File: config.mk
export PLATFORM = sky130hd
export DESIGN_NAME = hazardForward
export DESIGN_NICKNAME = d
export VERILOG_FILES = /design/src/mips32_defines.svh /design/src/mips32Isa.sv /design/src/mips32Pipe.sv /design/src/hazardForward.sv
export SDC_FILE = /design/constraint.sdc
export NUM_CORES = 1
export LEC_CHECK = 0
export BUFFER_PORTS_ARGS = -buffer_cell sky130_fd_sc_hd__buf_2
export CORE_MARGIN = 2
export CORE_UTILIZATION = 40
export DETAILED_ROUTE_END_ITERATION = 10
export GPL_TIMING_DRIVEN = 1
export PLACE_DENSITY = 0.84
export SYNTH_ARGS = -nofsm -noshare
export SYNTH_HDL_FRONTEND = slang
export SYNTH_SLANG_ARGS = --single-unit
File: constraint.sdc
create_clock -name vclk -period 1.74
set_input_delay 0 -clock vclk [all_inputs]
set_output_delay 0 -clock vclk [all_outputs]
set_load 0.01 [all_outputs]
File: src/mips32_defines.svh
`ifndef MIPS32_DEFINES_SVH
`define MIPS32_DEFINES_SVH

// memory sizes in 32-bit words
`define IMEM_DEPTH 256
`define DMEM_DEPTH 256

// word address widths
`define IMEM_AW 8
`define DMEM_AW 8

`define RESET_PC 32'h0000_0000

`endif

File: src/mips32Isa.sv
`default_nettype none

package mips32Isa;

	typedef logic [31:0] wordT;
	typedef logic [4:0] regIdxT;

	localparam regIdxT REG_ZERO = 5'd0;
	localparam regIdxT REG_RA = 5'd31; // jal link register

	// primary opcode field, bits 31:26
	typedef enum logic [5:0] {
		OP_RTYPE = 6'h00,
		OP_J = 6'h02,
		OP_JAL = 6'h03,
		OP_BEQ = 6'h04,
		OP_BNE = 6'h05,
		OP_ADDIU = 6'h09,
		OP_SLTI = 6'h0a,
		OP_ANDI = 6'h0c,
		OP_ORI = 6'h0d,
		OP_LUI = 6'h0f,
		OP_LW = 6'h23,
		OP_SW = 6'h2b
	} opcodeT;

	// funct field of R-type, bits 5:0
	typedef enum logic [5:0] {
		F_SLL = 6'h00,
		F_SRL = 6'h02,
		F_JR = 6'h08,
		F_ADDU = 6'h21,
		F_SUBU = 6'h23,
		F_AND = 6'h24,
		F_OR = 6'h25,
		F_XOR = 6'h26,
		F_NOR = 6'h27,
		F_SLT = 6'h2a
	} functT;

endpackage

`default_nettype wire

File: src/mips32Pipe.sv
`default_nettype none

package mips32Pipe;

	typedef enum logic [3:0] {
		ALU_ADD, ALU_SUB, ALU_AND, ALU_OR, ALU_XOR,
		ALU_NOR, ALU_SLT, ALU_SLL, ALU_SRL, ALU_LUI
	} aluOpT;

	// in decode, FWD_MEM means EX and FWD_WB means MEM
	typedef enum logic [1:0] {FWD_NONE = 2'd0, FWD_MEM = 2'd1, FWD_WB = 2'd2} fwdSelT;

	typedef enum logic [1:0] {DST_RD, DST_RT, DST_RA} regDstT;

	typedef enum logic [1:0] {WB_ALU, WB_MEM, WB_PC4} wbSrcT;

	typedef enum logic [1:0] {PC_SEQ, PC_BRANCH, PC_JUMP, PC_JR} nextPcT;

	// operand pick shared by decode and execute
	function automatic logic [31:0] fwdMux(fwdSelT sel, logic [31:0] own,
		logic [31:0] nearer, logic [31:0] farther);
		case (sel)
			FWD_MEM: return nearer;
			FWD_WB: return farther;
			default: return own;
		endcase
	endfunction

endpackage

`default_nettype wire

File: src/hazardForward.sv
`timescale 1ns/1ns
`default_nettype none

module hazardForward (
	input wire mips32Isa::regIdxT rsId,
	input wire mips32Isa::regIdxT rtId,
	input wire usesRs,
	input wire usesRt,
	input wire isBranchId,
	input wire redirect,
	input wire mips32Isa::regIdxT rsEx,
	input wire mips32Isa::regIdxT rtEx,
	input wire mips32Isa::regIdxT destEx,
	input wire regWriteEx,
	input wire memReadEx,
	input wire mips32Isa::regIdxT destMem,
	input wire regWriteMem,
	input wire memReadMem,
	input wire mips32Isa::regIdxT wbAddr,
	input wire wbWe,
	output logic stall,
	output logic flush,
	output logic bubble,
	output mips32Pipe::fwdSelT fwdRsId,
	output mips32Pipe::fwdSelT fwdRtId,
	output mips32Pipe::fwdSelT fwdRs,
	output mips32Pipe::fwdSelT fwdRt
);

	logic loadUse, branchLoad;

	function automatic logic hit(mips32Isa::regIdxT src, mips32Isa::regIdxT dst);
		return dst != mips32Isa::REG_ZERO && src == dst;
	endfunction

	// the younger producer is checked first
	function automatic mips32Pipe::fwdSelT pick(mips32Isa::regIdxT src,
		logic nearWe, mips32Isa::regIdxT nearDst, logic farWe, mips32Isa::regIdxT farDst);
		if (nearWe && hit(src, nearDst))
			return mips32Pipe::FWD_MEM;
		if (farWe && hit(src, farDst))
			return mips32Pipe::FWD_WB;
		return mips32Pipe::FWD_NONE;
	endfunction

	assign loadUse = memReadEx &&
		((usesRs && hit(rsId, destEx)) || (usesRt && hit(rtId, destEx)));
	// compare in ID cannot use a load still in MEM
	assign branchLoad = isBranchId && memReadMem &&
		((usesRs && hit(rsId, destMem)) || (usesRt && hit(rtId, destMem)));

	assign stall = loadUse || branchLoad;
	assign bubble = stall;
	assign flush = redirect && !stall;

	assign fwdRsId = pick(rsId, regWriteEx, destEx, regWriteMem, destMem);
	assign fwdRtId = pick(rtId, regWriteEx, destEx, regWriteMem, destMem);
	assign fwdRs = pick(rsEx, regWriteMem, destMem, wbWe, wbAddr);
	assign fwdRt = pick(rtEx, regWriteMem, destMem, wbWe, wbAddr);

endmodule

`default_nettype wire

Yosys cells after proc, flatten, opt, wreduce, memory -nomap -nowiden
Index checks and enable logic that the tools add are counted.

operators by class
  reduce and logical (&&, ||, !) cells = 31
  multiplexer cells = 28
  eq/ne operators = 8

operators with widths
  operator             count
  5-bit equality test  8
  2-bit 2-to-1 mux     16
  1-bit logical AND    24
  5-bit nonzero test   3
  1-bit 2-to-1 mux     12
  1-bit logical OR     3
  1-bit logical NOT    1

word-level totals
  output and inout port bits = 11
  input port bits = 44
  flip-flop bits (word level) = 0

Longest topological paths before layout
  depth in word-level cells = 8
  mapped depth = 7
  mapped depth without buffers = 5

Worst setup path before layout
OpenSTA, ideal clock, no wires.

  path kind = in2out
  from = in destMem[4]
  to = out stall
  stages on the path = 7
  arrival time = 1.339 ns
  buffers on the path = 2
  data required time = 1.740 ns
  slack = 0.401 ns
  cells stage by stage = buf_2 or4_4 nor2_1 nand4b_1 o32a_1 nand3_1 buf_4

between the ends
  word-level cells in the longest chain between the ends = 6
  elaborated cells on any way between the ends = 10
  those cells by class = eq/ne (2); reduce/logical (8)

RTL lines
  item                                                              RTL line             RTL
  start: declaration                                                hazardForward.sv:16  input wire mips32Isa::regIdxT destMem,
  5-bit equality test / 5-bit nonzero test (equally long branches)  hazardForward.sv:33  return dst != mips32Isa::REG_ZERO && src == dst;
  1-bit logical AND                                                 hazardForward.sv:33
  1-bit logical AND                                                 hazardForward.sv:50  ((usesRs && hit(rsId, destMem)) || (usesRt && hit(rtId, destMem)));
  1-bit logical OR (*)                                              hazardForward.sv:50
  1-bit logical AND (*)                                             hazardForward.sv:49  assign branchLoad = isBranchId && memReadMem &&
  1-bit logical OR (*)                                              hazardForward.sv:52  assign stall = loadUse || branchLoad;
  end: declaration                                                  hazardForward.sv:21  output logic stall,

Mark *: on every way between the ends. The rest lies on a longest branch, timed or not.

Worst setup path in the final report
  from = in destMem[1]
  to = out fwdRs[1]

between the ends
  word-level cells in the longest chain between the ends = 5
  elaborated cells on any way between the ends = 6
  those cells by class = eq/ne (1); mux (2); reduce/logical (3)

RTL lines
  item                                                              RTL line             RTL
  5-bit equality test / 5-bit nonzero test (equally long branches)  hazardForward.sv:33
  1-bit logical AND (*)                                             hazardForward.sv:33
  1-bit logical AND (*)                                             hazardForward.sv:39  if (nearWe && hit(src, nearDst))
  1-bit 2-to-1 mux (*)                                              hazardForward.sv:39
  2-bit 2-to-1 mux (*)                                              hazardForward.sv:41  if (farWe && hit(src, farDst))
  end: declaration                                                  hazardForward.sv:26  output mips32Pipe::fwdSelT fwdRs,

Marked as above.

==> impl_metrics.csv <==
group,metric,value,unit
routing,num_vias,755,
hold_path,hold_class,"in2out",
layout,final_nets,179,
routing,final_antenna_net_count,0,
layout,final_common_cell,"buf_2",
layout,synthToLayoutAreaGrowth,41.0,%
power_and_ir_drop,power.switching,97.9,µW
routing,top_layer_used,"met3",
layout,ff_latch_area,0,µm²
power_and_ir_drop,leakagePower,0.426,nW
routing,via_per_inst,5.07,
yosys,ys_types,21,
timing,hold_ws,0.336,ns
worst_setup_path,critPathTopFamily,"simple AND/OR/NAND/NOR gates",
routing,drt_iter0_drc,9,
flow_run,drv_cap,0,
layout,final_cell_mix,"buf_2, xor2_1, xnor2_1",
clock_tree,hold_buffers,0,
hold_path,holdCritStartpoint,"redirect",
clock_tree,postCtsSetupBuffers,0,
worst_setup_path,cp_max_fo,5,
timing,rsz0062_at_grt,"no",
routing,wl_met1,712,µm
power_and_ir_drop,p_comb_share,100.0,%
timing,final.setup.tns,0,ns
layout,seq_cells,0,
placed_design,dpl.hpwl,1670,µm
routing,drt_pass1_iterations,4,
power_and_ir_drop,seq_power_share,0,%
routing,wl,1780,µm
yosys,yosysSeqAreaShare,0,%
layout,nFillCells,147,
floorplanning,num_io_pins,55,
global_routing,grt_use_total,18.9,%
global_routing,overflow,0,
layout,final_area,886,µm²
power_and_ir_drop,power.total,197,µW
layout,post-route-util,59.5,%
worst_setup_path,critical_path_buf_inv_count,2,
yosys,synth_area,628,µm²
worst_setup_path,arrival,1.42,ns
global_routing,grt_pass1_vias,715,
worst_setup_path,startpoint,"destMem[1]",
worst_setup_path,cp.required,1.74,ns
worst_setup_path,critical_path_class,"in2out",
floorplanning,core_area,1490,µm²
power_and_ir_drop,power.density,222,nW/µm²
timing,fmax,703,MHz
yosys,synth_cells,84,
routing,wl_met3,63,µm
floorplanning,rows,14,
yosys,synth_area_leaders,"xor2_1, xnor2_1, nand3_1",
floorplanning,die_area,1900,µm²
clock_tree,post_cts_resized,0,
floorplanning,die_x,43.6,µm
placed_design,gp_congestion,0.924,
routing,met2WireLength,1010,µm
layout,antenna_cells,0,
yosys,syn_area_per_cell,7.48,µm²
worst_setup_path,cp-end-kind,"primary output",
layout,clkbuf_count,0,
yosys,synth_top_area_share,34.9,%
power_and_ir_drop,ir_worst_vdd,0.101,mV
routing,drc,0,
power_and_ir_drop,clock_power_share,0,%
outcome,status,"finished, final reports clean",
timing,finalSetupViolCount,0,
global_routing,antenna_found_initial,0,
worst_setup_path,crit_path_cell_trace,"buf_2 > or4_4 > o21ai_4 > nor4_1 > nor4_2 > buf_2",
worst_setup_path,critPathLaunchType,"input port",
yosys,syn_nets,128,
placed_design,io_buffers,55,
yosys,yosysTopAreaCell,"xor2_1",
timing,hold_viol,0,
power_and_ir_drop,sw_frac_of_total,49.8,%
global_routing,grt_max_degree,7,
worst_setup_path,worst_path_largest_cell_delay,0.56,ns
timing,fin_crit,1.42,ns
floorplanning,start_util,42.2,%
worst_setup_path,crit_top_cell,"buf_2",
timing,finalCritPeriodShare,81.7,%
power_and_ir_drop,p_int,98.6,µW
timing,slew_headroom,72.0,%
layout,layout-drive-gt1-share,45.9,%
timing,worst_pin_slew,0.416,ns
global_routing,grt_pass1_wl,2900,µm
floorplanning,die_height,43.6,µm
yosys,yosysWarnings,0,
routing,post_drt_wl_per_cell,12.0,µm
timing,slew_viol_final,0,
worst_setup_path,critPathSlowestCell,"or4_4",
placed_design,placed_area,886,µm²
-- final cells by class --
cell class                 instances  area [µm²]  share of cell area (%)
timing repair buffer              55         275                    31.1
tap                               16        20.0                    2.26
multi-input combinational         78         591                    66.7
-- worst paths after layout --
kind	cells past startpoint	end	slack (ns)
setup / recovery	6	fwdRs[1]	0.32
hold / removal	3	flush	0.34
-- cells by family after synthesis --
kind of cell / Yosys count / synth area share, %
buffers and inverters: 6 / 5.98
AND/OR/NAND/NOR: 35 / 33.3
XOR/XNOR: 40 / 55.8
AO/OA/AOI/OAI: 3 / 4.98
-- per-stage QoR --
stage	setup WS [ns]	cells
after floorplan	0.401	84
after CTS	0.322	149
after detailed placement	0.320	149
after global placement	0.339	149
final	0.318	149
after global routing	0.236	149
-- synth_stat cells --
master	count
o21ai_0	1
buf_4	1
nand4_1	1
xor2_1	25
nand2_1	2
nor4_1	2
nand3_1	9
o21ai_4	1
or4_4	1
o32a_1	1
nor3_1	6
or4_1	3
nor4_2	2
nor2_1	5
or2_2	2
and4_1	1
buf_2	3
nand4b_1	1
clkbuf_1	1
buf_6	1
xnor2_1	15
-- worst min-delay path, stage by stage --
cell,delay [ns]
buf_2,0.07
and4_1,0.14
buf_2,0.12
-- power by group through the flow --
stage               Clock (mW)  Combinational (mW)  Sequential [mW]
finish                       0               0.197                0
global route                 0               0.216                0
CTS                          0               0.197                0
detailed placement           0               0.197                0
global placement             0               0.192                0
floorplan                    0               0.111                0
-- layer usage --
layer  track usage [%]  vias up
met2              36.5       14
met3             0.417        0
met4              1.82        0
met5                 0        -
met1              23.8      351
li1                  -      390
(Power assumes the default switching activity.)
