## src/mips32_defines.svh

```systemverilog
`ifndef MIPS32_DEFINES_SVH
`define MIPS32_DEFINES_SVH

// memory sizes in 32-bit words
`define IMEM_DEPTH 256
`define DMEM_DEPTH 256

// word address widths
`define IMEM_AW 8
`define DMEM_AW 8

`define RESET_PC 32'h0000_0000

`endif

```

## src/mips32Isa.sv

```systemverilog
`default_nettype none

package mips32Isa;

	typedef logic [31:0] wordT;
	typedef logic [4:0] regIdxT;

	localparam regIdxT REG_ZERO = 5'd0;
	localparam regIdxT REG_RA = 5'd31; // jal link register

	// primary opcode field, bits 31:26
	typedef enum logic [5:0] {
		OP_RTYPE = 6'h00,
		OP_J = 6'h02,
		OP_JAL = 6'h03,
		OP_BEQ = 6'h04,
		OP_BNE = 6'h05,
		OP_ADDIU = 6'h09,
		OP_SLTI = 6'h0a,
		OP_ANDI = 6'h0c,
		OP_ORI = 6'h0d,
		OP_LUI = 6'h0f,
		OP_LW = 6'h23,
		OP_SW = 6'h2b
	} opcodeT;

	// funct field of R-type, bits 5:0
	typedef enum logic [5:0] {
		F_SLL = 6'h00,
		F_SRL = 6'h02,
		F_JR = 6'h08,
		F_ADDU = 6'h21,
		F_SUBU = 6'h23,
		F_AND = 6'h24,
		F_OR = 6'h25,
		F_XOR = 6'h26,
		F_NOR = 6'h27,
		F_SLT = 6'h2a
	} functT;

endpackage

`default_nettype wire

```

## src/mips32Pipe.sv

```systemverilog
`default_nettype none

package mips32Pipe;

	typedef enum logic [3:0] {
		ALU_ADD, ALU_SUB, ALU_AND, ALU_OR, ALU_XOR,
		ALU_NOR, ALU_SLT, ALU_SLL, ALU_SRL, ALU_LUI
	} aluOpT;

	// in decode, FWD_MEM means EX and FWD_WB means MEM
	typedef enum logic [1:0] {FWD_NONE = 2'd0, FWD_MEM = 2'd1, FWD_WB = 2'd2} fwdSelT;

	typedef enum logic [1:0] {DST_RD, DST_RT, DST_RA} regDstT;

	typedef enum logic [1:0] {WB_ALU, WB_MEM, WB_PC4} wbSrcT;

	typedef enum logic [1:0] {PC_SEQ, PC_BRANCH, PC_JUMP, PC_JR} nextPcT;

	// operand pick shared by decode and execute
	function automatic logic [31:0] fwdMux(fwdSelT sel, logic [31:0] own,
		logic [31:0] nearer, logic [31:0] farther);
		case (sel)
			FWD_MEM: return nearer;
			FWD_WB: return farther;
			default: return own;
		endcase
	endfunction

endpackage

`default_nettype wire

```

## src/executeStage.sv

```systemverilog
`timescale 1ns/1ns
`default_nettype none

module executeStage (
	input wire clk,
	input wire rst,
	input wire mips32Isa::regIdxT rtEx,
	input wire mips32Isa::regIdxT rdEx,
	input wire [4:0] shamtEx,
	input wire mips32Isa::wordT rsValEx,
	input wire mips32Isa::wordT rtValEx,
	input wire mips32Isa::wordT immEx,
	input wire mips32Isa::wordT pc4Ex,
	input wire mips32Pipe::aluOpT aluOpEx,
	input wire aluSrcImmEx,
	input wire mips32Pipe::regDstT regDstEx,
	input wire regWriteEx,
	input wire memReadEx,
	input wire memWriteEx,
	input wire mips32Pipe::wbSrcT wbSrcEx,
	input wire mips32Pipe::fwdSelT fwdRs,
	input wire mips32Pipe::fwdSelT fwdRt,
	input wire mips32Isa::wordT wbData,
	output mips32Isa::wordT aluResultEx,
	output mips32Isa::regIdxT destEx,
	output logic regWriteExOut,
	output logic memReadExOut,
	output mips32Isa::wordT aluResultMem,
	output mips32Isa::wordT storeDataMem,
	output mips32Isa::regIdxT destMem,
	output logic regWriteMem,
	output logic memReadMem,
	output logic memWriteMem,
	output mips32Pipe::wbSrcT wbSrcMem,
	output mips32Isa::wordT pc4Mem
);

	mips32Isa::wordT opA, rtOp, opB, aluOut;

	// aluResultMem is this stage's own EX/MEM register
	assign opA = mips32Pipe::fwdMux(fwdRs, rsValEx, aluResultMem, wbData);
	assign rtOp = mips32Pipe::fwdMux(fwdRt, rtValEx, aluResultMem, wbData);
	assign opB = aluSrcImmEx ? immEx : rtOp;

	always_comb begin
		case (aluOpEx)
			mips32Pipe::ALU_SUB: aluOut = opA - opB;
			mips32Pipe::ALU_AND: aluOut = opA & opB;
			mips32Pipe::ALU_OR: aluOut = opA | opB;
			mips32Pipe::ALU_XOR: aluOut = opA ^ opB;
			mips32Pipe::ALU_NOR: aluOut = ~(opA | opB);
			mips32Pipe::ALU_SLT: aluOut = {31'b0, $signed(opA) < $signed(opB)};
			mips32Pipe::ALU_SLL: aluOut = opB << shamtEx; // shifts act on rt
			mips32Pipe::ALU_SRL: aluOut = opB >> shamtEx;
			mips32Pipe::ALU_LUI: aluOut = {opB[15:0], 16'b0};
			default: aluOut = opA + opB;
		endcase
	end

	// jal carries its link value so forwarding sees it
	assign aluResultEx = (wbSrcEx == mips32Pipe::WB_PC4) ? pc4Ex : aluOut;

	always_comb begin
		case (regDstEx)
			mips32Pipe::DST_RD: destEx = rdEx;
			mips32Pipe::DST_RA: destEx = mips32Isa::REG_RA;
			default: destEx = rtEx;
		endcase
	end

	assign regWriteExOut = regWriteEx;
	assign memReadExOut = memReadEx;

	always_ff @(posedge clk) begin
		if (rst) begin
			regWriteMem <= 1'b0;
			memReadMem <= 1'b0;
			memWriteMem <= 1'b0;
		end else begin
			regWriteMem <= regWriteEx;
			memReadMem <= memReadEx;
			memWriteMem <= memWriteEx;
		end
		aluResultMem <= aluResultEx;
		storeDataMem <= rtOp; // forwarded rt for sw
		destMem <= destEx;
		wbSrcMem <= wbSrcEx;
		pc4Mem <= pc4Ex;
	end

endmodule

`default_nettype wire

```

## config.mk

```make
export PLATFORM = sky130hd
export DESIGN_NAME = executeStage
export DESIGN_NICKNAME = d
export VERILOG_FILES = /design/src/mips32_defines.svh /design/src/mips32Isa.sv /design/src/mips32Pipe.sv /design/src/executeStage.sv
export SDC_FILE = /design/constraint.sdc
export NUM_CORES = 1
export LEC_CHECK = 0
export BUFFER_PORTS_ARGS = -buffer_cell sky130_fd_sc_hd__buf_4
export CAP_MARGIN = 20
export CORE_MARGIN = 2
export CORE_UTILIZATION = 25
export DETAILED_ROUTE_END_ITERATION = 16
export GPL_TIMING_DRIVEN = 0
export HOLD_SLACK_MARGIN = 0.12
export PLACE_DENSITY = 0.54
export SLEW_MARGIN = 10
export SYNTH_ARGS = -nofsm -noshare
export SYNTH_HDL_FRONTEND = slang
export SYNTH_SLANG_ARGS = --single-unit
```

## constraint.sdc

```tcl
create_clock -name clk -period 8.8 [get_ports clk]
set_clock_uncertainty 0.15 [all_clocks]
set_input_delay 0.44 -clock clk [delete_from_list [all_inputs] [get_ports clk]]
set_output_delay 0.44 -clock clk [all_outputs]
set_load 0.05 [all_outputs]
```

**After elaboration in Yosys (flattened, before gate mapping)**

Cells that the tools add are included.
Widths: inputs -> output; s select.

- Flip-flop bits (word level): 106
- Bits of input ports: 193
- Output and inout bits: 145
- Word-level logic and storage cells: 39

- $add $sub $neg: 2
- $lt $le $gt $ge: 1
- Eq/ne operators: 15
- Shift-type cells: 2
- Multiplexer cells: 6
- Bitwise logic cells: 4
- Reductions and logical operators: 1

Operators by type and width:

| operator | count |
|---|---|
| $pmux 32 s9 | 1 |
| $pmux 32 s2 | 2 |
| $mux 32 | 2 |
| $add 32x32->32 | 1 |
| $and 32x32->32 | 1 |
| $lt 32x32->1 | 1 |
| $not 32->32 | 1 |
| $or 32x32->32 | 1 |
| $shl 32x5->32 | 1 |
| $shr 32x5->32 | 1 |
| $sub 32x32->32 | 1 |
| $xor 32x32->32 | 1 |
| $eq 4x3->1 const B | 4 |
| $pmux 5 s2 | 1 |
| $eq 2x2->1 const B | 4 |
| $eq 4x2->1 const B | 2 |
| $eq 4x4->1 const B | 2 |
| $eq 2x1->1 const B | 2 |
| $eq 4x1->1 const B | 1 |
| $logic_not 2->1 | 1 |

**Longest topological paths before layout**

Gate-level depths: netlist of run 1.

- Depth in word-level cells: 7
- Gate-level depth with buffers: 20
- Depth with buffers taken out: 18

**Least setup slack after synthesis of run 1**

OpenSTA, ideal clock, no wires.

- Path kind: input port to output port
- Start point: in aluSrcImmEx
- End point: out aluResultEx[29]
- Data arrival time: 4.907 ns
- Data required time: 8.210 ns
- Slack: 3.303 ns
- Stages: 19
- Buffers on the path: 6
- Cell sequence: buf_4 -> buf_2 -> buf_2 -> buf_1 -> buf_2 -> clkbuf_1 -> nand2_1 -> o21ai_0 -> inv_1 -> ha_1 -> and2_1 -> nand3_1 -> nor3_1 -> a211oi_1 -> a2111oi_2 -> o211ai_1 -> a211o_1 -> o31a_1 -> o22ai_1

- Cells in the longest elaborated chain, start to end: 5
- Elaborated cells between the ends (all ways): 11
- Classes of those cells: 2 x add/sub; 2 x shift; 3 x mux; 4 x bitwise

RTL lines:

| what | line | RTL |
|---|---|---|
| from (decl) | executeStage.sv:15 | `input wire aluSrcImmEx,` |
| $mux 32 (*) | executeStage.sv:43 | `assign opB = aluSrcImmEx ? immEx : rtOp;` |
| branches (longest 2 deep; another with $add 32x32->32) | n/a |  |
| $pmux 32 s9 (*) | executeStage.sv:46 | `case (aluOpEx)` |
| $mux 32 (*) | executeStage.sv:61 | `assign aluResultEx = (wbSrcEx == mips32Pipe::WB_PC4) ? pc4Ex : aluOut;` |
| to (decl) | executeStage.sv:24 | `output mips32Isa::wordT aluResultEx,` |

Mark *: on every way between the ends.

**Final worst setup path of run 1**

- Start point: in fwdRt[0]
- End point: out aluResultEx[27]

- Cells in the longest elaborated chain, start to end: 7
- Elaborated cells between the ends (all ways): 14
- Classes of those cells: 2 x add/sub; 2 x eq/ne; 2 x shift; 4 x mux; 4 x bitwise

RTL lines:

| what | line | RTL |
|---|---|---|
| from (decl) | executeStage.sv:22 | `input wire mips32Pipe::fwdSelT fwdRt,` |
| $eq 2x2->1 / $eq 2x1->1 (equally long branches) | mips32Pipe.sv:22 | `case (sel)` |
| $pmux 32 s2 (*) | mips32Pipe.sv:22 |  |
| $mux 32 (*) | executeStage.sv:43 |  |
| branches (longest 2 deep; another with $add 32x32->32) | n/a |  |
| $pmux 32 s9 (*) | executeStage.sv:46 |  |
| $mux 32 (*) | executeStage.sv:61 |  |

Marks and branches as above.

==> flow_metrics.tcl, run 1 <==
set metrics [dict create \
    status "finished clean" \
    synth_nets 2191 \
    cts_tree "yes" \
    yosysSeqAreaShare_pct 15.7 \
    synthArstFlopShare_pct 0 \
    core-area_sq_um 53700 \
    antenna_found_initial 4 \
    r2r_end "aluResultMem[26]$_DFF_P_" \
    synth_top_flop_cell "dfxtp_1" \
    post-route-min-period_ns 7.91 \
    layout_setup_ws_ns 0.889 \
    required_ns 8.21 \
    io_pins 338 \
    critPathLaunchType "input pin" \
    multi_input_area_sq_um 10500 \
    yosys.area.top_type "dfxtp_1" \
    synth_warnings 0 \
    gp_congestion 1.04 \
    start_util_pct 25.2 \
    drv_cap 0 \
    dp_cells 2940 \
    ir_drop_v 0.000103 \
    wl_met1_microns 39300 \
    netlist_area_sq_um 13500 \
    rows 85 \
    drt_pass1_iterations 9 \
    rrSetupSlack_ns 2.67 \
    min_from "rtEx[2]" \
    wl_per_cell_microns 31.8 \
    wl_microns 95700 \
    final.setup.tns_ns 0 \
    design.die.area_sq_um 56000 \
    layout-drive-gt1-share_pct 19.7 \
    critPathMaxFanout 10 \
    viasPerCell 6.06 \
    setup_viol 0 \
    routed-wl-met2_microns 42600 \
    yosysUniqueCellTypes 78 \
    finalMaxSlewViolations 0 \
    grtUsageTotal_pct 33.0 \
    fmax_mhz 126 \
    syn-instance-count 1904 \
    cts_buffer_depth 2 \
    p_leak_uw 0.00775 \
    final_cells 3005 \
    grt_setup_unrepaired "false" \
    cts_buffers 9 \
    crit_end "aluResultEx[27]" \
    final-seq-area_sq_um 2120 \
    cts_sinks 106 \
    yosysMostFrequentCell "nand2_1" \
    worstSetupPathType "in2out" \
    wl_met3_microns 8670 \
    syn2layout_area_growth_pct 31.8 \
    netlist.area_leader.share_pct 15.7 \
    drt_iter0_markers 2479 \
    synth_area_leaders "dfxtp_1 (16%), ha_1 (8.5%), o21ai_0 (5.9%)" \
    n_fill_cell 5787 \
    drc 0 \
    place_ws_ns 1.14 \
    cts_resized 0 \
    timing.rr.start "aluResultMem[16]$_DFF_P_" \
    final_hold_viol_count 0 \
    top_layer "met5" \
    grt_pass1_wl_microns 131000 \
    finalCritPeriodShare_pct 89.9 \
    avgSynthCellArea_sq_um 7.11 \
    first_global_vias 17105 \
    layout.nets 2591 \
    die_w_microns 237 \
    grt_overflow 0 \
    grt_start_max_net_pins 21 \
    postCtsSetupRepairBufs 0 \
    setup.worst_path.end_class "output port" \
    worst_slew_pin_slew_ns 1.39 \
    powerDensity_nw_per_um2 190 \
    max-slew-margin-rel_pct 6.38 \
    synth_edf_count 0 \
    path_clk_slew_ns 0.08 \
    ys_ff_latch 106 \
    route.vias.total 18199 \
    min_path_type "in2reg" \
    worst-r2r-cell-count 14 \
    cp-startpoint "fwdRt[0]" \
    ant_nets 0 \
    fp.dieH_microns 237 \
    synthTopCellsByCount "nand2_1 (210), nor2_1 (186), o21ai_0 (159), inv_1 (131), a21oi_1 (125)" \
    crit_arrival_ns 7.32 \
    htreeDepth 3 \
    dpl.hpwl_microns 80100 \
    port_buffers 330 \
    clk_latency_ns 0.43 \
    cts-root-buf "clkbuf_16" \
    diodes 0 \
    fin_util_pct 33.2 \
]
power breakdown:
part           internal, uW  total, uW  leakage, uW  switching [uW]
Sequential              551        637     0.000894            86.4
Clock                   230        486     0.000157             256
Combinational           702       2270      0.00670            1570
Total                  1480       3390      0.00775            1910
registers in the layout, summed over array words and instances, names as in the netlist:
name,count
aluResultMem,32
destMem,5
memReadMem,1
memWriteMem,1
pc4Mem,32
regWriteMem,1
storeDataMem,32
wbSrcMem,2
placed cells by master, fill, tap and decap left out, drive strengths merged, types with 14 or more instances in the layout:
cell         instances
a22oi               42
a21oi              125
a221o               14
mux4                20
nor2               186
nor2b               32
ha                  92
o22ai               20
a21o                24
a211oi              26
nand2              210
nand3               30
buf                373
mux2i               68
mux2                29
o31ai               23
o21a                19
nor3                42
a221oi              60
clkbuf             109
nand2b              29
dlygate4sd3         45
dfxtp              106
o211ai              22
xnor2               31
inv                137
a31oi               20
o21ai              162
per-layer routing:
layer	up-vias	track usage (%)
met3	244	6.48
met1	8823	42.9
met2	1270	52.4
met4	6	15.4
li1	7856	-
met5	-	0
cell type report:
cell class,instances,share of cell area (%)
multi-input combinational,1535,58.7
clock inverter,7,0.533
buffer,129,2.83
tap,696,4.88
timing repair buffer,389,17.0
inverter,134,2.82
clock buffer,9,1.26
sequential,106,11.9
cells by family (layout without fill, tap and decap cells):
group,count (synthesis),count (layout),synth area share (%)
AO/OA/AOI/OAI,672,672,34.1
XOR/XNOR,44,44,2.85
adder cells (fa/ha/maj),94,94,8.81
buffers and inverters,263,668,7.45
flip-flops,106,106,15.7
multiplexers,117,117,10.8
AND/OR/NAND/NOR,608,608,20.4
timing repair:
| action | 4_1_cts | 5_1_grt |
|---|---|---|
| hold buffers | 45 | 0 |
| hold endpoints to repair | 47 | 0 |
| setup endpoints to repair | 0 | 0 |
through the flow:
stage | power [uW] | cell area [sq um] | hold slack, ns
2_1_floorplan | 1950 | 13500 | 0.318
3_5_place_dp | 2820 | 17000 | 0.406
3_3_place_gp | 2800 | 16900 | 0.404
5_1_grt | 3500 | 17800 | 0.163
4_1_cts | 3330 | 17800 | 0.121
6_report | 3390 | 17800 | 0.154
how the worst min path moves through the flow:
| stage | to | slack [ns] | cells past startpoint |
|---|---|---|---|
| 3_5_place_dp | pc4Mem[5]$_DFF_P_ | 0.41 | 1 |
| 3_3_place_gp | pc4Mem[18]$_DFF_P_ | 0.40 | 1 |
| 4_1_cts | destMem[2]$_DFF_P_ | 0.12 | 3 |
| 6_report | destMem[2]$_DFF_P_ | 0.15 | 3 |
| 2_1_floorplan | pc4Mem[0]$_DFF_P_ | 0.32 | 0 |
| 5_1_grt | destMem[2]$_DFF_P_ | 0.16 | 3 |
critical path, cell delays in order:
cell and delay [ns]:
buf_4 0.09, inv_1 0.04, ha_1 0.29, buf_2 0.21
clkbuf_1 0.57, clkbuf_1 0.60, clkbuf_1 0.68, o21ai_0 0.31
o21ai_0 0.91, ha_1 0.45, nor3b_1 0.53, a211oi_1 0.26
o31ai_1 0.36, a41o_1 0.24, or3_1 0.14, nor3_1 0.05
a2111oi_0 0.62, a21oi_1 0.25, buf_4 0.26
No activity file was read; power rests on OpenSTA's default activity.
==> inputs of run 2 (changes only) <==
--- a/config.mk
+++ b/config.mk
@@ -5,6 +5,7 @@
 export SDC_FILE = /design/constraint.sdc
 export NUM_CORES = 1
 export LEC_CHECK = 0
+export ABC_AREA = 1
 export BUFFER_PORTS_ARGS = -buffer_cell sky130_fd_sc_hd__buf_4
 export CAP_MARGIN = 20
 export CORE_MARGIN = 2
@@ -12,7 +13,7 @@
 export DETAILED_ROUTE_END_ITERATION = 16
 export GPL_TIMING_DRIVEN = 0
 export HOLD_SLACK_MARGIN = 0.12
-export PLACE_DENSITY = 0.54
+export PLACE_DENSITY = 0.53
 export SLEW_MARGIN = 10
 export SYNTH_ARGS = -nofsm -noshare
 export SYNTH_HDL_FRONTEND = slang
==> run 2 against run 1 <==
Against the previous run: worst setup slack gained 2.2 ns; hold slack gained 0.0035 ns; final area grew 4.2%; flip-flop and latch count is the same; register-to-register slack gained 1.8 ns; largest cell class unchanged.
==> flow_metrics.tcl, run 2 <==
set metrics [dict create \
    synth_edf_count 0 \
    multi_input_area_sq_um 10400 \
    rrSetupSlack_ns 4.50 \
    netlist.area_leader.share_pct 16.3 \
    synth_nets 2747 \
    yosysSeqAreaShare_pct 14.8 \
    die_w_microns 243 \
    netlist_area_sq_um 14300 \
    p_leak_uw 0.00925 \
    synth_top_flop_cell "dfxtp_1" \
    n_fill_cell 6475 \
    place_area_sq_um 17800 \
    gp_congestion 1.03 \
    rows 87 \
    crit_arrival_ns 5.11 \
    antenna_found_initial 1 \
    wl_per_cell_microns 26.9 \
    layout-drive-gt1-share_pct 21.0 \
    io_pins 338 \
    finalMaxSlewViolations 0 \
    r2r_end "aluResultMem[29]$_DFF_P_" \
    synth_warnings 0 \
    yosysMostFrequentCell "nand2_1" \
    clk_latency_ns 0.41 \
    final_design_area_no_fill_sq_um 18600 \
    powerDensity_nw_per_um2 182 \
    layout_common_cells "nand2_1 (622), nand3_1 (394), buf_4 (342), inv_1 (272), nor2_1 (179)" \
    cts_buffers 9 \
    cts_buffer_depth 2 \
    critPathMaxFanout 10 \
    drt_iter0_markers 2533 \
    met3_usage_pct 5.84 \
    ys_ff_latch 106 \
    syn-instance-count 2460 \
    diodes 0 \
    first_global_vias 18247 \
    worst-r2r-cell-count 21 \
    htreeDepth 3 \
    cp-startpoint "fwdRs[0]" \
    layout.nets 3141 \
    drc 0 \
    route.vias.total 19515 \
    crit_end "aluResultEx[27]" \
    power_switching_share_pct 59.0 \
    grt_overflow 0 \
    postCtsSetupRepairBufs 0 \
    path_clk_slew_ns 0.08 \
    wl_microns 97200 \
    largestRegisters "aluResultMem: 32 flops, pc4Mem: 32 flops, storeDataMem: 32 flops" \
    pwr-share-clk_pct 13.3 \
    grt_start_max_net_pins 20 \
    combPwrFrac_pct 67.9 \
    cts_resized 0 \
    avgSynthCellArea_sq_um 5.83 \
    port_buffers 331 \
    final.setup.tns_ns 0 \
    drv_cap 0 \
    final_hold_viol_count 0 \
    grt_setup_unrepaired "false" \
    post-route-min-period_ns 5.70 \
    dp_cells 3547 \
    core-area_sq_um 56500 \
    synthArstFlopShare_pct 0 \
    place_ws_ns 3.27 \
    max-slew-margin-rel_pct 25.1 \
    start_util_pct 25.4 \
    fp.dieH_microns 243 \
    dpl.hpwl_microns 82600 \
    busiest_layer "met2" \
    grt_pass1_wl_microns 134000 \
    layout_setup_ws_ns 3.10 \
    cts_tree "yes" \
    final_common_cell "nand2_1" \
    required_ns 8.21 \
    grt_use_met2_pct 50.1 \
    yosys.area.top_type "nand2_1" \
    worst_slew_pin_slew_ns 1.12 \
    cts-root-buf "clkbuf_16" \
    design.die.area_sq_um 59300 \
    grt_util_met1_pct 41.2 \
    synthTopCellsByCount "nand2_1 (622), nand3_1 (394), inv_1 (272), nor2_1 (179), o21ai_0 (127)" \
    drt_pass1_iterations 6 \
    ant_nets 0 \
    status "finished clean" \
    p_seq_share_pct 18.8 \
    min_path_type "in2reg" \
    worstSetupPathType "in2out" \
    setup.worst_path.end_class "output port" \
    timing.rr.start "aluResultMem[10]$_DFF_P_" \
    power.switching_uw 2000 \
    ir_drop_v 0.000115 \
    viasPerCell 5.40 \
    finalCritPeriodShare_pct 64.8 \
    final_cells 3615 \
    grtUsageTotal_pct 31.6 \
    fmax_mhz 175 \
    syn2layout_area_growth_pct 29.6 \
    setup_viol 0 \
    cts_sinks 106 \
    yosysUniqueCellTypes 59 \
    ctsHoldBuffers 52 \
    final-seq-area_sq_um 2120 \
    critPathLaunchType "input pin" \
    synth_area_leaders "nand2_1 (16%), dfxtp_1 (15%), nand3_1 (14%)" \
    intPower_uw 1390 \
]
==> run 2: cell types whose count changed in the layout (fill, tap and decap cells not counted), moves of 34 or more <==
cell      before  now
inv_2          3   37
nand3_2        0   56
nand2_1      210  622
mux2i_1       68    0
nand3_1       30  394
inv_1        131  272
a22oi_1       41    1
nand2_2        0   46
clkbuf_1      99   35
==> run 2: routing by layer <==
layer,up-vias,share of wire [%]
met5,-,0
met2,1097,44
li1,9035,-
met3,177,8.6
met4,0,5.5
met1,9206,42
==> run 2: critical path, stage by stage <==
cell and delay, ns:
buf_4 0.11, inv_1 0.05, ha_1 0.25, clkbuf_1 0.44, clkbuf_1 0.48, a221o_1 0.23, o21ai_0 0.30, ha_1 0.52
a21oi_1 0.22, o21ai_0 0.20, a21oi_1 0.29, nor2_1 0.09, a211oi_1 0.32, nand3_1 0.12, nand3_1 0.09, nand2_1 0.08
nor2_1 0.50, nor2_1 0.12, buf_4 0.22
==> run 2: area by class of cell <==
class                   count  area share (%)
clock buffers              10            1.23
inverters                 314            6.38
well taps                 756            5.09
repair buffers            383            16.2
flip-flops and latches    106            11.4
multi-input cells        1930            56.2
clock inverters             6           0.330
plain buffers             110            3.18
==> run 2: through the flow <==
step / power, uW / utilization, % / hold WS (ns)
final: 3390 / 32.9 / 0.157
after detailed placement: 2850 / 31.4 / 0.405
after global routing: 3530 / 32.9 / 0.165
after CTS: 3330 / 32.9 / 0.145
after floorplan: 1980 / - / 0.318
after global placement: 2860 / 31.4 / 0.404
==> run 2: worst min path at each step <==
stage	startpoint	end	slack (ns)	cells after the start
after global routing	rtEx[0]	destMem[0]$_DFF_P_	0.17	3
after floorplan	pc4Ex[0]	pc4Mem[0]$_DFF_P_	0.32	0
final	rtEx[0]	destMem[0]$_DFF_P_	0.16	3
after global placement	pc4Ex[18]	pc4Mem[18]$_DFF_P_	0.40	1
after detailed placement	wbSrcEx[1]	wbSrcMem[1]$_DFF_P_	0.40	1
after CTS	rtEx[2]	destMem[2]$_DFF_P_	0.14	3
==> run 2: power by group through the flow <==
| stage | Sequential [uW] | Combinational (uW) | Clock (uW) |
|---|---|---|---|
| 2_1_floorplan | 840 | 1140 | 0 |
| 3_3_place_gp | 641 | 2220 | 0 |
| 3_5_place_dp | 640 | 2210 | 0 |
| 4_1_cts | 629 | 2240 | 462 |
| 5_1_grt | 637 | 2420 | 471 |
| 6_report | 637 | 2300 | 452 |
==> run 2: cells by family after synthesis <==
| logic type | count (synthesis) | share of synthesized area (%) |
|---|---|---|
| flip-flops | 106 | 14.8 |
| AO/OA/AOI/OAI | 428 | 18.5 |
| buffers and inverters | 424 | 12.4 |
| adder cells (fa/ha/maj) | 94 | 8.31 |
| XOR/XNOR | 4 | 0.245 |
| AND/OR/NAND/NOR | 1404 | 45.7 |
==> inputs of run 3 (changes only) <==
--- a/config.mk
+++ b/config.mk
@@ -5,7 +5,7 @@
 export SDC_FILE = /design/constraint.sdc
 export NUM_CORES = 1
 export LEC_CHECK = 0
-export ABC_AREA = 1
+export ABC_AREA = 0
 export BUFFER_PORTS_ARGS = -buffer_cell sky130_fd_sc_hd__buf_4
 export CAP_MARGIN = 20
 export CORE_MARGIN = 2
@@ -13,7 +13,7 @@
 export DETAILED_ROUTE_END_ITERATION = 16
 export GPL_TIMING_DRIVEN = 0
 export HOLD_SLACK_MARGIN = 0.12
-export PLACE_DENSITY = 0.53
+export PLACE_DENSITY = 0.55
 export SLEW_MARGIN = 10
 export SYNTH_ARGS = -nofsm -noshare
 export SYNTH_HDL_FRONTEND = slang
==> constraint.sdc (replaced) <==
create_clock -name clk -period 4.94 [get_ports clk]
set_clock_uncertainty 0.15 [all_clocks]
set_input_delay 0.247 -clock clk [delete_from_list [all_inputs] [get_ports clk]]
set_output_delay 0.247 -clock clk [all_outputs]
set_load 0.05 [all_outputs]
==> run 3 against run 2 <==
Against the previous run: critical path type is now reg2out; routed wire length increased by 1.9%; highest routed layer is now met5; final cell count decreased by 13%; clock power increased by 77%; die area decreased by 5.5%; the run now ends with setup timing left.
==> flow_metrics.tcl, run 3 (synthesis gave the netlist of run 1 again) <==
set metrics [dict create \
    place_area_sq_um 17100 \
    viasPerCell 5.97 \
    ir_drop_v 0.000192 \
    n_fill_cell 5519 \
    layout_common_cells "buf_4 (415), nand2_1 (206), nor2_1 (180), inv_1 (123), o21ai_0 (120)" \
    drt_iter0_markers 2206 \
    final_common_cell "buf_4" \
    die_w_microns 237 \
    final_cells 3138 \
    drt_pass1_iterations 8 \
    failed_checks "setup timing" \
    cts_buffers 9 \
    ant_nets 0 \
    grt_overflow 0 \
    start_util_pct 25.2 \
    io_pins 338 \
    dpl.hpwl_microns 80600 \
    setup.worst_path.end_class "output port" \
    port_buffers 330 \
    layout_setup_ws_ns -0.119 \
    syn2layout_area_growth_pct 53.2 \
    fp.dieH_microns 237 \
    p_total_uw 6610 \
    setup_viol 7 \
    core-area_sq_um 53700 \
    powerDensity_nw_per_um2 319 \
    grtUsageTotal_pct 33.8 \
    post-route-min-period_ns 5.06 \
    layout.nets 2723 \
    final_hold_viol_count 0 \
    grt_pass1_wl_microns 135000 \
    gp_congestion 1.05 \
    fmax_mhz 198 \
    cts_sinks 106 \
    route.vias.total 18734 \
    place_ws_ns -2.64 \
    wl_microns 99100 \
    grt_setup_unrepaired "true" \
    rows 85 \
    max-slew-margin-rel_pct 24.3 \
    cts_tree "yes" \
    antenna_found_initial 5 \
    clk_latency_ns 0.42 \
    worstSetupPathType "reg2out" \
    layout-drive-gt1-share_pct 30.9 \
    drv_cap 0 \
    crit_arrival_ns 4.66 \
    cts_buffer_depth 2 \
    critPathMaxFanout 3 \
    drc 0 \
    critPathLaunchType "register" \
    first_global_vias 17998 \
    design.die.area_sq_um 56000 \
    largestRegisters "aluResultMem: 32 flops, pc4Mem: 32 flops, storeDataMem: 32 flops" \
    finalCritPeriodShare_pct 102 \
    worst_slew_pin_slew_ns 1.14 \
    dp_cells 2941 \
    p_leak_uw 0.00883 \
    final_design_area_no_fill_sq_um 20700 \
    min_path_type "in2reg" \
    cts-root-buf "clkbuf_16" \
    wl_per_cell_microns 31.6 \
    status "finished, violations left" \
    finalMaxSlewViolations 0 \
    required_ns 4.54 \
    path_clk_slew_ns 0.08 \
    htreeDepth 3 \
    grt_start_max_net_pins 20 \
]
==> run 3: cell types whose count changed in the layout (fill, tap and decap cells not counted), moves of 30 or more <==
cell	change
buf_2	-30
buf_4	+73
inv_1	-149
xnor2_1	+30
inv_2	-30
nor2b_1	+31
dlygate4sd3_1	+42
nand3_1	-365
mux2i_1	+63
nand2_2	-42
a22oi_1	+38
clkbuf_1	+31
nand2_1	-416
nand3_2	-55
==> run 3: metrics by stage <==
stage                     util [%]  TNS, ns  hold slack [ns]
after floorplan                  -        0            0.125
after global placement        31.5  -125.62            0.211
after detailed placement      31.8   -96.88            0.213
after CTS                     37.1   -0.226            0.122
after global routing          38.6   -0.940            0.165
final                         38.6   -0.357            0.134
==> run 3: layout make-up <==
cell class	instances	area, sq um	share of cell area [%]
Multi-Input combinational cell	1535	11800	56.7
Timing Repair Buffer	527	4320	20.8
Sequential cell	106	2130	10.3
Tap cell	696	871	4.20
Buffer	123	855	4.12
Inverter	134	517	2.49
Clock buffer	10	229	1.10
Clock inverter	6	56.3	0.272
Antenna cell	1	2.50	0.0121
==> run 3: worst max-delay path, stage by stage, from the launching register on <==
cell and delay (ns):
dfxtp_1 0.58, a22o_1 0.28, o21ai_1 0.14, o21ai_2 0.42
inv_1 0.13, ha_1 0.26, nor2b_1 0.17, o41ai_2 0.26
a211oi_2 0.11, a211oi_4 0.35, o31ai_4 0.10, a41o_1 0.22
or3_4 0.36, a31oi_4 0.23, mux2i_1 0.10, o32a_1 0.38
buf_6 0.16
==> run 3: layer usage <==
metal	wire [microns]	part of all wire, %	global-route usage, %	vias up
met1	40600	41	43.4	9113
met5	31	0.031	0	-
met4	6190	6.3	16.9	6
met3	8530	8.6	6.62	273
met2	43700	44	54.1	1216
li1	-	-	-	8126
==> run 3: report_power, final <==
group	switching (uW)	leakage, uW	internal, uW
sequential	151	0.000894	983
combinational	3020	0.00780	1650
clock	446	0.000138	356
==> run 3: repair_timing <==
action / CTS / global route
setup buffers: 55 / 33
setup endpoints to repair: 63 / 28
hold buffers: 94 / 0
gates cloned: 0 / 3
pin swaps: 57 / 67
gates resized for setup: 298 / 123
endpoints found under the hold margin: 98 / 0
==> run 3: path summary, 6_finish.rpt <==
path,endpoint,slack (ns),cells past startpoint,startpoint
min,storeDataMem[25]$_DFF_P_,0.13,3,wbData[25]
max reg2reg,aluResultMem[31]$_DFF_P_,0.59,15,aluResultMem[17]$_DFF_P_
min reg2reg,storeDataMem[25]$_DFF_P_,0.66,2,aluResultMem[25]$_DFF_P_
max,aluResultEx[31],-0.12,16,aluResultMem[17]$_DFF_P_
